### config.mk
export PLATFORM = sky130hd
export DESIGN_NAME = ooo_hazard_top
export DESIGN_NICKNAME = d
export VERILOG_FILES = /design/src/logic/hazard_pkg.sv /design/src/logic/reg_scoreboard.sv /design/src/logic/completion_buffer.sv /design/src/logic/ooo_hazard_unit.sv /design/src/logic/ooo_hazard_top.sv
export SDC_FILE = /design/constraint.sdc
export NUM_CORES = 1
export LEC_CHECK = 0
export ABC_AREA = 1
export ABC_CLOCK_PERIOD_IN_PS = 4000
export BUFFER_PORTS_ARGS = -buffer_cell sky130_fd_sc_hd__buf_2
export CORE_AREA = 2 2 228 230
export DETAILED_ROUTE_END_ITERATION = 12
export DIE_AREA = 0 0 230 232
export GPL_TIMING_DRIVEN = 0
export PLACE_DENSITY_LB_ADDON = 0.3
export SYNTH_ARGS = -nofsm -noshare
export SYNTH_HDL_FRONTEND = slang
export SYNTH_SLANG_ARGS = --single-unit
### constraint.sdc
create_clock -name clk -period 4 [get_ports clk]
set_input_delay 0.6 -clock clk [delete_from_list [all_inputs] [get_ports clk]]
set_output_delay 0.6 -clock clk [all_outputs]
set_load 0.05 [all_outputs]
### src/logic/hazard_pkg.sv
package hazard_pkg;

  // core widths
  localparam int xlen     = 32;
  localparam int num_regs = 32;
  localparam int reg_w    = 5;

  // completion buffer geometry, depth must stay a power of two
  localparam int cb_depth = 8;
  localparam int cb_idx_w = 3;

  // operand source select from decode
  // the first two read the register file, the others do not
  typedef enum logic [1:0] {
    rs_reg  = 2'd0,
    rs_fwd  = 2'd1,
    src_imm = 2'd2,
    src_pc  = 2'd3
  } src_sel_t;

  // exception causes reported at commit
  typedef struct packed {
    logic fault_insn;
    logic mal_insn;
    logic illegal_insn;
    logic fault_l;
    logic mal_l;
    logic fault_s;
    logic mal_s;
    logic breakpoint;
    logic env_m;
  } exc_flags_t;

  // instruction offered by decode for dispatch
  typedef struct packed {
    logic             valid;
    logic [reg_w-1:0] rs1;
    logic [reg_w-1:0] rs2;
    logic [reg_w-1:0] rd;
    logic             wen;
    src_sel_t         src_a_sel;
    src_sel_t         src_b_sel;
    logic             is_ls;
    logic [xlen-1:0]  pc;
  } decode_req_t;

  // writeback strobe from a functional unit
  typedef struct packed {
    logic                valid;
    logic [cb_idx_w-1:0] cb_idx;
    exc_flags_t          exc;
    logic [xlen-1:0]     badaddr_i;
    logic [xlen-1:0]     badaddr_d;
  } wb_t;

  // head entry of the completion buffer
  typedef struct packed {
    logic             valid;
    logic [reg_w-1:0] rd;
    logic             wen;
    logic [xlen-1:0]  pc;
    exc_flags_t       exc;
    logic [xlen-1:0]  badaddr;
  } commit_t;

  // payload held per buffer entry
  typedef struct packed {
    logic [reg_w-1:0] rd;
    logic             wen;
    logic [xlen-1:0]  pc;
    exc_flags_t       exc;
    logic [xlen-1:0]  badaddr;
  } cb_entry_t;

  // request towards the privilege block
  typedef struct packed {
    logic            trap;
    exc_flags_t      exc;
    logic [xlen-1:0] epc;
    logic [xlen-1:0] badaddr;
    logic            intr_taken;
  } priv_req_t;

  // fetch and decode control
  typedef struct packed {
    logic pc_en;
    logic stall_de;
    logic npc_sel;
    logic if_id_flush;
  } fetch_ctrl_t;

endpackage

### src/logic/reg_scoreboard.sv
`timescale 1ns/1ps

module reg_scoreboard
  import hazard_pkg::*;
(
  input  logic        clk,
  input  logic        rst_n,
  input  logic        dispatch_fire,
  input  decode_req_t req,
  input  commit_t     commit,
  input  logic        flush,
  output logic        rs1_busy,
  output logic        rs2_busy,
  output logic        rd_busy
);

  // one bit per architectural register
  // a bit stays set while its result is in flight
  logic [num_regs-1:0] busy;
  logic [num_regs-1:0] set_mask;
  logic [num_regs-1:0] clr_mask;
  logic                set_en;
  logic                clr_en;

  // x0 is hardwired and never marked
  assign set_en = dispatch_fire & req.wen & (req.rd != '0);

  // only a clean retire frees the register
  // an excepting commit is followed by the flush anyway
  assign clr_en = commit.valid & commit.wen & (commit.exc == '0) & (commit.rd != '0);

  always_comb begin
    set_mask = '0;
    if (set_en) begin
      set_mask[req.rd] = 1'b1;
    end
  end

  always_comb begin
    clr_mask = '0;
    if (clr_en) begin
      clr_mask[commit.rd] = 1'b1;
    end
  end

  // flush drops every pending writer at once
  always_ff @(posedge clk) begin
    if (!rst_n || flush) begin
      busy <= '0;
    end else begin
      // set wins over clear so a new writer of the same reg keeps it busy
      busy <= (busy & ~clr_mask) | set_mask;
    end
  end

  // queries for the request sitting in decode
  assign rs1_busy = busy[req.rs1];
  assign rs2_busy = busy[req.rs2];
  assign rd_busy  = busy[req.rd];

  // the hazard unit holds back a second writer so dispatch must find rd free
  a_no_double_set: assert property (
    @(posedge clk) disable iff (!rst_n)
    set_en |-> !busy[req.rd]
  ) else $error("scoreboard: dispatch to busy rd %0d", req.rd);

endmodule

### src/logic/completion_buffer.sv
`timescale 1ns/1ps

module completion_buffer
  import hazard_pkg::*;
(
  input  logic                clk,
  input  logic                rst_n,
  input  logic                dispatch_fire,
  input  decode_req_t         req,
  input  wb_t                 wb,
  input  logic                flush,
  output logic [cb_idx_w-1:0] dispatch_idx,
  output logic                full,
  output commit_t             commit
);

  // per entry control bits
  logic [cb_depth-1:0] ent_valid;
  logic [cb_depth-1:0] ent_done;

  // per entry payload
  cb_entry_t           ent_mem [cb_depth];

  // ring pointers and occupancy
  logic [cb_idx_w-1:0] head;
  logic [cb_idx_w-1:0] tail;
  logic [cb_idx_w:0]   count;

  logic                retire;
  logic [xlen-1:0]     wb_badaddr;

  // new entries go to the tail and units echo this index on writeback
  assign dispatch_idx = tail;

  // count needs one extra bit to tell full from empty
  assign full = (count == (cb_idx_w+1)'(cb_depth));

  // instruction faults report the fetch address and everything else the data address
  assign wb_badaddr = (wb.exc.fault_insn || wb.exc.mal_insn) ? wb.badaddr_i : wb.badaddr_d;

  // head is offered for commit as soon as its result is back
  assign commit.valid   = ent_valid[head] & ent_done[head];
  assign commit.rd      = ent_mem[head].rd;
  assign commit.wen     = ent_mem[head].wen;
  assign commit.pc      = ent_mem[head].pc;
  assign commit.exc     = ent_mem[head].exc;
  assign commit.badaddr = ent_mem[head].badaddr;

  // without back-pressure on commit the head always leaves on the next edge
  assign retire = commit.valid;

  // control state
  always_ff @(posedge clk) begin
    if (!rst_n || flush) begin
      ent_valid <= '0;
      ent_done  <= '0;
      head      <= '0;
      tail      <= '0;
      count     <= '0;
    end else begin
      // allocate at the tail
      if (dispatch_fire) begin
        ent_valid[tail] <= 1'b1;
        ent_done[tail]  <= 1'b0;
        tail            <= tail + 1'b1;
      end

      // out of order completion by index
      if (wb.valid) begin
        ent_done[wb.cb_idx] <= 1'b1;
      end

      // in order retire from the head
      if (retire) begin
        ent_valid[head] <= 1'b0;
        ent_done[head]  <= 1'b0;
        head            <= head + 1'b1;
      end

      unique case ({dispatch_fire, retire})
        2'b10:   count <= count + 1'b1;
        2'b01:   count <= count - 1'b1;
        default: count <= count;
      endcase
    end
  end

  // payload captured at dispatch and at writeback
  always_ff @(posedge clk) begin
    if (dispatch_fire) begin
      ent_mem[tail].rd  <= req.rd;
      ent_mem[tail].wen <= req.wen;
      ent_mem[tail].pc  <= req.pc;
    end
    if (wb.valid) begin
      ent_mem[wb.cb_idx].exc     <= wb.exc;
      ent_mem[wb.cb_idx].badaddr <= wb_badaddr;
    end
  end

  // decode stalls on full so an allocate must always find room
  a_no_alloc_full: assert property (
    @(posedge clk) disable iff (!rst_n)
    dispatch_fire |-> !full
  ) else $error("completion buffer: dispatch while full");

  // a unit may only complete something that was dispatched and not yet retired
  a_wb_live: assert property (
    @(posedge clk) disable iff (!rst_n)
    wb.valid |-> ent_valid[wb.cb_idx]
  ) else $error("completion buffer: writeback to idle entry %0d", wb.cb_idx);

endmodule

### src/logic/ooo_hazard_unit.sv
`timescale 1ns/1ps

module ooo_hazard_unit
  import hazard_pkg::*;
(
  input  decode_req_t req,
  input  logic        rs1_busy,
  input  logic        rs2_busy,
  input  logic        rd_busy,
  input  logic        cb_full,
  input  commit_t     commit,
  input  logic        busy_ls,
  input  logic        jump,
  input  logic        branch,
  input  logic        mispredict,
  input  logic        intr,
  output logic        dispatch_fire,
  output logic        flush,
  output fetch_ctrl_t fetch,
  output priv_req_t   priv
);

  logic rs1_hazard;
  logic rs2_hazard;
  logic rd_hazard;
  logic data_hazard;
  logic ls_hazard;
  logic stall;
  logic commit_exc;
  logic intr_taken;
  logic branch_jump;

  // operand a only matters when it reads a register
  always_comb begin
    unique case (req.src_a_sel)
      rs_reg, rs_fwd: rs1_hazard = rs1_busy;
      default:        rs1_hazard = 1'b0;
    endcase
  end

  // same for operand b
  always_comb begin
    unique case (req.src_b_sel)
      rs_reg, rs_fwd: rs2_hazard = rs2_busy;
      default:        rs2_hazard = 1'b0;
    endcase
  end

  // waw, an older writer of rd still in flight
  assign rd_hazard   = rd_busy & req.wen;
  assign data_hazard = rs1_hazard | rs2_hazard | rd_hazard;

  // memory ops wait for the load-store unit
  assign ls_hazard = req.is_ls & busy_ls;

  // an empty decode slot never holds fetch back
  assign stall = req.valid & (data_hazard | cb_full | ls_hazard);

  // allocate strobe for scoreboard and buffer
  assign dispatch_fire = req.valid & ~stall;

  // any cause flag on the retiring entry
  assign commit_exc = commit.valid & (commit.exc != '0);

  // interrupts only between clean commits
  assign intr_taken = intr & ~commit_exc;

  // trap or interrupt empties the whole window
  assign flush = commit_exc | intr_taken;

  // redirect from execute, the privilege vector wins over it
  assign branch_jump = jump | (branch & mispredict);

  assign fetch.pc_en       = ~stall;
  assign fetch.stall_de    = stall;
  assign fetch.npc_sel     = branch_jump & ~flush;
  assign fetch.if_id_flush = fetch.npc_sel | flush;

  // trap information straight from the head entry
  assign priv.trap       = commit_exc;
  assign priv.exc        = commit.valid ? commit.exc : '0;
  assign priv.epc        = commit.pc;
  assign priv.badaddr    = commit.badaddr;
  assign priv.intr_taken = intr_taken;

  // privilege block accepts one event per cycle
  always_comb begin
    a_trap_intr_excl: assert final (!(priv.trap && priv.intr_taken))
      else $error("hazard unit: trap and interrupt taken together");
  end

endmodule

### src/logic/ooo_hazard_top.sv
`timescale 1ns/1ps

module ooo_hazard_top
  import hazard_pkg::*;
(
  input  logic                clk,
  input  logic                rst_n,
  input  decode_req_t         req,
  input  wb_t                 wb,
  input  logic                busy_ls,
  input  logic                jump,
  input  logic                branch,
  input  logic                mispredict,
  input  logic                intr,
  output fetch_ctrl_t         fetch,
  output logic                dispatch_fire,
  output logic [cb_idx_w-1:0] dispatch_idx,
  output commit_t             commit,
  output priv_req_t           priv
);

  // scoreboard answers for the decode request
  logic rs1_busy;
  logic rs2_busy;
  logic rd_busy;

  // buffer status and the window flush
  logic cb_full;
  logic flush;

  reg_scoreboard u_reg_scoreboard (
    .clk           (clk),
    .rst_n         (rst_n),
    .dispatch_fire (dispatch_fire),
    .req           (req),
    .commit        (commit),
    .flush         (flush),
    .rs1_busy      (rs1_busy),
    .rs2_busy      (rs2_busy),
    .rd_busy       (rd_busy)
  );

  completion_buffer u_completion_buffer (
    .clk           (clk),
    .rst_n         (rst_n),
    .dispatch_fire (dispatch_fire),
    .req           (req),
    .wb            (wb),
    .flush         (flush),
    .dispatch_idx  (dispatch_idx),
    .full          (cb_full),
    .commit        (commit)
  );

  ooo_hazard_unit u_ooo_hazard_unit (
    .req           (req),
    .rs1_busy      (rs1_busy),
    .rs2_busy      (rs2_busy),
    .rd_busy       (rd_busy),
    .cb_full       (cb_full),
    .commit        (commit),
    .busy_ls       (busy_ls),
    .jump          (jump),
    .branch        (branch),
    .mispredict    (mispredict),
    .intr          (intr),
    .dispatch_fire (dispatch_fire),
    .flush         (flush),
    .fetch         (fetch),
    .priv          (priv)
  );

endmodule

== Yosys cells after proc, flatten, opt, wreduce, memory -nomap -nowiden ==
Memory sizes are Yosys's and may differ from the RTL's. A register that Yosys moved wholly into a read port is not among the register bits.
Index checks and enable logic that the tools add are counted.

* Output and inout bits: 163
* Bits in writable memories: 632
* Logic and storage cells: 120
* Bits in registers: 58
* Memories: 1

{| class="wikitable"
|+ Memory list
! memory !! words !! bits a word !! read ports !! clocked after Yosys merged registers in !! wr ports !! line !! text
|-
| u_completion_buffer.ent_mem || 8 || 79 || 1 || 1 || 2 || completion_buffer.sv:22 || <nowiki>cb_entry_t ent_mem [cb_depth];</nowiki>
|}

* Magnitude comparators: 12
* Add/sub/neg operators: 4
* Equal/unequal tests: 5
* Reductions and logical operators: 17
* Muxes and demuxes: 41
* Bitwise logic cells: 34

{| class="wikitable"
|+ Operator list
! operator !! count
|-
| 32-bit two-way mux || 3
|-
| 8-bit two-way mux || 8
|-
| 32-bit AND || 1
|-
| 32-bit inverter || 1
|-
| 32-bit OR || 1
|-
| 8-bit AND || 3
|-
| 5-bit by 6-bit less-than comparator with 1-bit output, second input constant || 4
|-
| 1-bit two-way mux || 16
|-
| 8-bit inverter || 2
|-
| 8-bit OR || 2
|-
| 1-bit binary-select mux with 5-bit select || 3
|-
| 1-bit AND || 14
|-
| 3-bit by 4-bit less-than comparator with 1-bit output, second input constant || 3
|-
| 1-bit demux with 5-bit select || 2
|-
| 5-bit by 1-bit >= comparator with 1-bit output, second input constant || 2
|-
| 5-bit nonzero test || 2
|-
| 1-bit demux with 3-bit select || 3
|-
| 3-bit by 1-bit >= comparator with 1-bit output, second input constant || 3
|-
| 9-bit logical NOT || 1
|-
| 9-bit two-way mux || 1
|-
| 9-bit nonzero test || 1
|-
| 4-bit one-hot mux with 2 select lines || 1
|-
| 1-bit OR || 7
|-
| 3-bit by 1-bit adder with 3-bit output, second input constant || 2
|-
| 14 further kinds || 27
|}

== Depth between registers and ports, before layout ==
Gate-level depths: netlist of run 1.

* Depth in word-level cells: 17
* Mapped depth: 25
* Gate-level depth less buffers: 23

== Modules after synthesis ==
From an unflattened synthesis of run 1, not the netlist that was laid out.

* Cell total of the unflattened synthesis: 2665
* Area, all modules: 29762.3 µm²

{| class="wikitable"
|+ By module, submodules not included
! module !! area an instance (µm²) !! seq. area each (µm²) !! times used !! cells an instance
|-
| completion_buffer || 26312.7 || 19558.8 || 1 || 2063
|-
| reg_scoreboard || 2736.4 || 640.6 || 1 || 486
|-
| ooo_hazard_unit || 713.2 || 0.0 || 1 || 116
|}

== Worst setup path after synthesis of run 1 ==
Ideal clock, no wire load.

* Path type: reg2out
* From: register with a tool-made name
* To: output port priv[39] in the netlist's numbering
* Path buffers: 7
* Required time: 3.400 ns
* Arrival time: 2.854 ns
* Stages on the path, launching flop included: 13
* Path slack: 0.546 ns
* Cell sequence: dfxtp_1 > inv_2 > buf_4 > buf_4 > buf_2 > buf_2 > buf_4 > buf_2 > nor2_1 > o22ai_1 > nor2_1 > a31oi_1 > buf_4

{| class="wikitable"
|+ RTL lines
! what !! line !! text
|-
| to (decl) || ooo_hazard_top.sv:19 || <nowiki>output priv_req_t priv</nowiki>
|}

==> results by group, run 1 <==
Status
  – Status: finished, final reports clean

STA
  – Final Hold Fails: 0
  – Setup TNS: 0 ps
  – Final setup fails: 0
  – Max Freq: 0.258 GHz
  – RSZ-0062 raised after global routing: no
  – Slew Limit Headroom: 37.0%
  – Final Skew: 23.4 ps
  – Slew @ Worst Pin: 943 ps
  – Tmin final: 3870 ps
  – Pins Over Slew Limit: 0
  – Fin crit share: 96.7%

Synth
  – Cell taking the most area after synthesis: edfxtp_1
  – Syn avg cell area: 11.1 um^2
  – Cells after Synth: 2690
  – Yosys reg bits: 693
  – Most numerous cell in the Yosys netlist: nor2_1
  – Library cells used by synthesis: 37
  – Post-Synthesis Cell Area: 0.0298 mm^2
  – Prevailing post-synth register cell: edfxtp_1
  – Synth warnings: 0
  – Post-synth EDFFs: 632
  – Sequential area share after synthesis: 67.7%
  – Synth top area cells: edfxtp_1 (64%), nor2_1 (8.3%), o21ai_0 (4.9%)
  – Commonest cells in the netlist: nor2_1 (663), edfxtp_1 (632), o21ai_0 (289), nand2_1 (253), nand3_1 (121)
  – Net count after synthesis: 2834
  – Synth async-reset ratio: 0%
  – Top cell type's share of synthesized area: 63.6%

Route
  – Vias: 22200
  – DR vias/cell: 5.85
  – DRT Wirelength: 78.5 mm
  – Drt pass-1 iters: 6
  – Post-route DRC violation count: 0
  – 1st-iter DRT viols: 2263
  – Avg WL per Cell: 20.7 um
  – Number of routed nets with antenna violations: 0

Worst setup path
  – WP data required: 3400 ps
  – CP peak stage delay: 330 ps
  – Crit. End Element: output pin
  – FF-to-FF End: u_completion_buffer.count[3]
  – Crit-path cells: inv_2 -> buf_8 -> buf_8 -> buf_4 -> buf_4 -> buf_4 -> nor2_1 -> o22ai_1 -> nor2_1 -> a31oi_2 -> buf_4 -> buf_2
  – Crit Path Max Fanout: 19
  – R2r worst-path depth: 22
  – Critical-path top delay cell: dfxtp_1
  – CP arrival: 3270 ps
  – Setup crit end: priv[29]
  – Most frequent CP cell: buf_4
  – Reg-to-Reg Start: u_reg_scoreboard.busy[12]
  – Reg2reg setup slack: 850 ps
  – Startpoint Class: flop
  – Kind of critical path: flop to output pin

Floorplanning
  – Core area: 0.0509 mm^2
  – Site row count: 83
  – Full die area: 0.0534 mm^2
  – Die width: 230 um
  – Starting Density: 58.6%
  – I/O pins: 301
  – Die height: 232 um

Global route
  – Gr ovfl total: 0
  – Grt met3 use: 4.51%
  – Number of global-route vias before repair: 21400
  – Pin count of the biggest net entering global routing: 37
  – GRT met1 Usage: 37.9%
  – Initial antenna violation count: 6
  – First-pass GRT wire length: 118 mm
  – Met2 Usage GRT: 48.6%
  – GR peak layer: met2
  – Total track usage: 29.0%

Placement
  – Placer congestion estimate: 0.901
  – Input/output buffers: 293
  – DP HPWL: 52.1 mm

Clocking
  – Clock transition at path regs: 60 ps
  – H-tree depth: 3
  – Worst-Skew Late Latency: 600 ps
  – CTS Hold Bufs: 0
  – Clock Sinks: 693
  – Max clock buf depth: 3
  – Clk root buf: clkbuf_16
  – CTS tree: done
  – CTS Buf Count: 69

Power
  – Pwr dens: 436 mW/mm^2
  – Worst VDD drop: 0.303 mV
  – Static Leak: 0.0126 uW

Finish
  – Area Overhead vs Synth: 16.8%
  – Util after Layout: 68.4%
  – Final layout net count: 3210
  – Proportion of layout cells with a drive suffix above 1: 21.9%

Run
  – Max-Cap Viols: 0

Hold path
  – Hold crit path type: input port to flop
-- sequential cells by signal (all words and copies together), names as in the netlist, named ones only --
name and count:
u_completion_buffer.ent_valid 8, u_completion_buffer.dispatch_idx 3, u_completion_buffer.count 4, u_completion_buffer.ent_mem 632
u_reg_scoreboard.busy 32, u_completion_buffer.ent_done 8, u_completion_buffer.head 3
-- worst max-delay path, delay by kind of cell, from the launching register on --
family / cells / cell delay [ps]
simple gates: 2 / 140
buf+inv: 8 / 1710
compound gates: 2 / 490
flops: 1 / 330
-- logic make-up (layout without fill, tap and decap cells) --
| kind of cell | Yosys count | count (layout) | share of synthesized area [%] |
|---|---|---|---|
| flops | 693 | 693 | 67.7 |
| other cells | 0 | 2 | 0 |
| xor+xnor | 3 | 3 | 0.0881 |
| compound gates | 551 | 551 | 10.5 |
| simple gates | 1089 | 1089 | 14.7 |
| fa+ha+maj | 6 | 6 | 0.277 |
| mux | 32 | 32 | 1.21 |
| buf+inv | 316 | 742 | 5.47 |
-- metrics by stage --
stage | total power (uW) | cells | worst slack, ps | instance area, um^2 | hold slack, ps
detailed placement | 9210 | 3679 | -21.5 | 32500 | 453
floorplan | 8870 | 2690 | 546 | 29800 | 435
global placement | 9170 | 3663 | -623 | 32100 | 445
finish | 15200 | 3798 | 130 | 34800 | 266
CTS | 15200 | 3796 | 13.8 | 34800 | 244
global route | 15600 | 3797 | 4.80 | 34800 | 262
-- layer usage --
metal | wire length, um | vias up
li1 | - | 10200
met1 | 30600 | 10700
met2 | 38300 | 1157
met3 | 6980 | 187
met4 | 2600 | 8
met5 | 53 | -
-- power breakdown --
group / switching, uW / leakage [uW] / internal (uW) / total (uW)
Clock: 2590 / 0.00102 / 3500 / 6090
Sequential: 36.4 / 0.00622 / 8080 / 8110
Combinational: 704 / 0.00532 / 258 / 962
Total: 3330 / 0.0126 / 11800 / 15200
-- cell type report --
cell class	instances	area, um^2
Clock buffer	85	1830
Timing Repair Buffer	309	1800
Sequential cell	693	20200
Tap cell	680	851
Antenna cell	2	5.00
Clock inverter	36	272
Buffer	219	1330
Inverter	93	352
Multi-Input combinational cell	1681	8180
Fill cell	3725	16100
-- worst min path at each step --
stage                                          start                                 end  slack, ps  cells past startpoint
finish                                        req[5]  u_completion_buffer.ent_mem[2][46]        270                      1
global placement    u_completion_buffer.ent_valid[3]    u_completion_buffer.ent_valid[3]        440                      2
floorplan           u_completion_buffer.ent_valid[1]    u_completion_buffer.ent_valid[1]        430                      2
global route                                  req[4]  u_completion_buffer.ent_mem[6][45]        260                      1
detailed placement   u_completion_buffer.ent_done[0]     u_completion_buffer.ent_done[0]        450                      2
CTS                                           req[5]  u_completion_buffer.ent_mem[2][46]        240                      1
-- placed cells by master (no fill, tap or decap), types with 13 or more instances in the layout --
cell type | netlist | layout
buf_4 | 80 | 84
clkbuf_16 | 0 | 71
buf_12 | 0 | 15
nand3_1 | 121 | 121
inv_1 | 85 | 77
o21ai_1 | 47 | 47
o21ai_0 | 289 | 289
clkbuf_1 | 80 | 67
a21oi_2 | 37 | 37
nor2_1 | 663 | 655
mux2_2 | 32 | 32
nand4_1 | 19 | 19
dfxtp_1 | 61 | 60
buf_1 | 15 | 14
a31oi_1 | 65 | 49
o22ai_1 | 80 | 80
inv_2 | 5 | 13
a31oi_2 | 0 | 13
buf_2 | 35 | 319
buf_6 | 13 | 13
edfxtp_1 | 632 | 632
nand2_1 | 253 | 253
clkbuf_2 | 0 | 24
nor3_1 | 16 | 16
clkinv_1 | 2 | 22
-- what timing repair did --
item,CTS,global route
endpoints found under the setup margin,128,48
gates resized for setup,51,12
setup buffers,0,0
(Power assumes the default switching activity.)
==> run 2: changes to the inputs <==
ABC_AREA = not set   (was 1)
CORE_AREA = 2 2 184 276   (was 2 2 228 230)
DIE_AREA = 0 0 186 278   (was 0 0 230 232)
==> run 2 against run 1 <==
Compared with the run above: final area down 3.0%; clock power down 4.4%; register-to-register slack worse by 580 ps; sequential power about the same; global-route usage down 2.2 points; area after synthesis down 3.2%; core utilization down 0.072 points; routed wire length down 13%; combinational power down 3.6%.
==> results by group, run 2 <==
Finish
  – Design Area, Final: 0.0338 mm^2 (-3.0%)
  – Final layout net count: 2172 (-32%)
  – Area Overhead vs Synth: 17.0%
  – Commonest non-fill, non-tap cell in the layout: edfxtp_1
  – Register name with the most flops: u_completion_buffer.ent_mem
  – Finished Layout Cells: 2747 (-28%)
  – Proportion of layout cells with a drive suffix above 1: 38.1% (+16 points)
  – Most frequent cells in the layout: edfxtp_1 (632), buf_2 (317), nand2_1 (232), mux4_2 (175), buf_4 (76)
  – Biggest regs: u_completion_buffer.ent_mem x632, u_reg_scoreboard.busy x32
  – Max reg flops: 632 (unchanged)

Synth
  – Cell taking the most area after synthesis: edfxtp_1
  – Syn avg cell area: 17.4 um^2 (+57%)
  – Library cells used by synthesis: 61 (+65%)
  – Sequential area share after synthesis: 69.9% (+2.2 points)
  – Most numerous cell in the Yosys netlist: edfxtp_1
  – Cells after Synth: 1659 (-38%)
  – Commonest cells in the netlist: edfxtp_1 (632), nand2_1 (232), mux4_2 (175), buf_4 (73), dfxtp_1 (61)
  – Post-Synthesis Cell Area: 0.0289 mm^2 (-3.2%)
  – Top cell type's share of synthesized area: 65.7% (+2.1 points)
  – Synth warnings: 0 (unchanged)
  – Net count after synthesis: 1803 (-36%)
  – Post-synth EDFFs: 632 (unchanged)
  – Synth top area cells: edfxtp_1 (66%), mux4_2 (14%), dfxtp_1 (4.2%)
  – Prevailing post-synth register cell: edfxtp_1
  – Yosys reg bits: 693 (unchanged)
  – Synth async-reset ratio: 0% (unchanged)

Global route
  – Initial antenna violation count: 7 (+1)
  – First-pass GRT wire length: 102 mm (-14%)
  – Pin count of the biggest net entering global routing: 28 (-24%)
  – Number of global-route vias before repair: 17200 (-20%)
  – Total track usage: 26.8% (-2.2 points)
  – Gr ovfl total: 0 (unchanged)

Placement
  – Post-placement cell area: 0.0317 mm^2 (-2.6%)
  – Inst Count DP: 2633 (-28%)
  – Placer congestion estimate: 0.912 (+1.2%)
  – Input/output buffers: 292 (-0.34%)
  – Pre-CTS setup slack: -641 ps (-619 ps)
  – DP HPWL: 45.7 mm (-12%)

STA
  – RSZ-0062 raised after global routing: yes
  – Slew @ Worst Pin: 1000 ps (+59.7 ps)
  – Fin crit share: 98.6% (+1.9 points)
  – Final WS setup: 55.8 ps (-74.5 ps)
  – Slew Limit Headroom: 33.1% (-3.8 points)
  – Final Skew: 16.7 ps (-6.78 ps)
  – Tmin final: 3940 ps (+74.5 ps)
  – Final setup fails: 0 (unchanged)
  – Pins Over Slew Limit: 0 (unchanged)
  – Setup TNS: 0 ps (unchanged)
  – Final Hold Fails: 0 (unchanged)
  – Max Freq: 0.254 GHz (-1.9%)

Route
  – Post-route DRC violation count: 0 (unchanged)
  – DR vias/cell: 5.98 (+2.1%)
  – Number of routed nets with antenna violations: 0 (unchanged)
  – 1st-iter DRT viols: 1573 (-30%)
  – Drt pass-1 iters: 6 (unchanged)
  – Avg WL per Cell: 24.7 um (+20%)
  – DRT Wirelength: 68.0 mm (-13%)
  – Vias: 16400 (-26%)

Worst setup path
  – Crit Path Max Fanout: 12 (-7)
  – Worst path top cell family by delay: multiplexers
  – Reg-to-Reg Start: u_reg_scoreboard.busy[25]
  – Crit. End Element: output pin
  – Critical-path top delay cell: mux4_2
  – Crit-path cells: buf_6 -> mux4_2 -> mux2i_2 -> and2_1 -> and4_4 -> a21o_4 -> inv_2 -> nor3_1 -> buf_2
  – Number of buffers and inverters on the critical path: 3 (-5)
  – R2r worst-path depth: 17 (-23%)
  – Reg2reg setup slack: 270 ps (-580 ps)
  – CP arrival: 3340 ps (+70 ps)
  – Startpoint Class: flop
  – FF-to-FF End: u_completion_buffer.count[3]
  – WP data required: 3400 ps (about the same)
  – Kind of critical path: flop to output pin
  – CP peak stage delay: 520 ps (+190 ps)

Clocking
  – CTS tree: done
  – Worst-Skew Late Latency: 610 ps (about the same)
  – Max clock buf depth: 3 (unchanged)
  – H-tree depth: 2 (-1)
  – CTS Buf Count: 59 (-14%)
  – Clock Sinks: 693 (unchanged)
  – CTS Hold Bufs: 0 (unchanged)
  – Clk root buf: clkbuf_16
  – Clock transition at path regs: 70 ps (about the same)

Floorplanning
  – Full die area: 0.0517 mm^2 (-3.1%)
  – Site row count: 100 (+20%)
  – Die width: 186 um (-19%)
  – Starting Density: 58.4% (-0.17 points)
  – I/O pins: 301 (unchanged)
  – Core area: 0.0494 mm^2 (-2.9%)
  – Die height: 278 um (+20%)

Power
  – Pint: 11600 uW (-1.6%)
  – Net Switching: 3220 uW (-3.5%)
  – Switch share: 21.7% (-0.33 points)
  – Overall Power: 14900 uW (-2.0%)
  – Part of the power in registers: 54.6% (+1.1 points)
  – Pwr dens: 440 mW/mm^2 (+0.99%)
  – Worst VDD drop: 0.372 mV (+23%)
  – Combinational group share of total power: 6.2% (about the same)
  – Clock network fraction of design power: 39.2% (-1.0 points)
  – Static Leak: 0.0119 uW (-5.5%)

Hold path
  – Hold Path End: u_completion_buffer.ent_mem[5][65]
  – Hold_sp: req[24]
  – Hold crit path type: input port to flop
  – Hold Crit Depth: 1 (unchanged)

Status
  – Status: finished, final reports clean

Run
  – Max-Cap Viols: 0 (unchanged)
-- run 2: changes by cell type after synthesis, sizes merged, moves of 33 or more --
cell	previous run	this run
a31oi	65	2
mux4	0	175
inv	91	23
o22ai	80	2
clkbuf	80	27
mux2i	0	34
nand3	124	28
o21ai	345	32
a21oi	49	16
nor2	673	45
-- run 2: logic make-up after synthesis --
family | count (synthesis) | share of synthesized area (%)
xor+xnor | 5 | 0.152
compound gates | 126 | 3.30
buf+inv | 177 | 3.61
mux | 251 | 16.5
fa+ha+maj | 6 | 0.286
simple gates | 401 | 6.25
flops | 693 | 69.9
-- run 2: worst reg2reg max path, cell delays in order, from the launching register on --
cell,delay (ps)
dfxtp_1,360
mux4_2,460
mux2i_1,280
mux2i_1,120
o211ai_1,210
buf_4,190
nand2_1,160
nor2_2,180
inv_2,110
buf_2,230
ha_1,260
ha_1,280
a21o_1,180
a21oi_1,160
xnor2_1,90
nor2_1,150
xnor2_1,140
nor2_1,50
-- run 2: timing repair --
item,in CTS,in global routing
pin swaps,1,0
endpoints found under the setup margin,145,35
gates resized for setup,25,18
setup buffers,1,0
-- run 2: metrics by stage --
step / utilization [%] / hold slack (ps)
finish: 68.4 / 255
global route: 68.3 / 245
CTS: 68.3 / 234
global placement: 63.1 / 454
floorplan: - / 449
detailed placement: 64.1 / 466
-- run 2: final cells by class --
type	instances	area, um^2
buffer	150	1020
clock buffer	84	1770
antenna	7	17.5
multi-input combinational	789	7730
sequential	693	20200
fill	3210	15600
clock inverter	26	230
inverter	23	86.3
timing repair buffer	312	1900
tap	663	830
-- run 2: layer usage --
| metal | up-vias | wire length, um | track usage, % |
|---|---|---|---|
| met5 | - | 33 | 0 |
| li1 | 7209 | - | - |
| met2 | 693 | 36500 | 47.8 |
| met4 | 6 | 2400 | 9.47 |
| met1 | 8370 | 24800 | 33.4 |
| met3 | 139 | 4160 | 3.49 |
-- run 2: how the worst max path moves through the flow --
stage,to,from,depth (start not counted),slack [ps]
final,fetch[1],flop,9,60
after global routing,u_completion_buffer.count[3],req[39],18,-10
after CTS,fetch[1],flop,9,9
after detailed placement,u_completion_buffer.count[3],req[39],18,-640
after global placement,u_completion_buffer.ent_mem[4][55],req[49],8,-1430
after floorplan,u_completion_buffer.count[3],req[49],17,2
-- run 2: power groups by stage --
stage	registers (uW)	clock network (uW)	logic, uW
final	8110	5820	927
after global routing	8120	6170	988
after CTS	8110	5880	931
after detailed placement	8270	0	926
after global placement	8260	0	873
after floorplan	8260	0	589
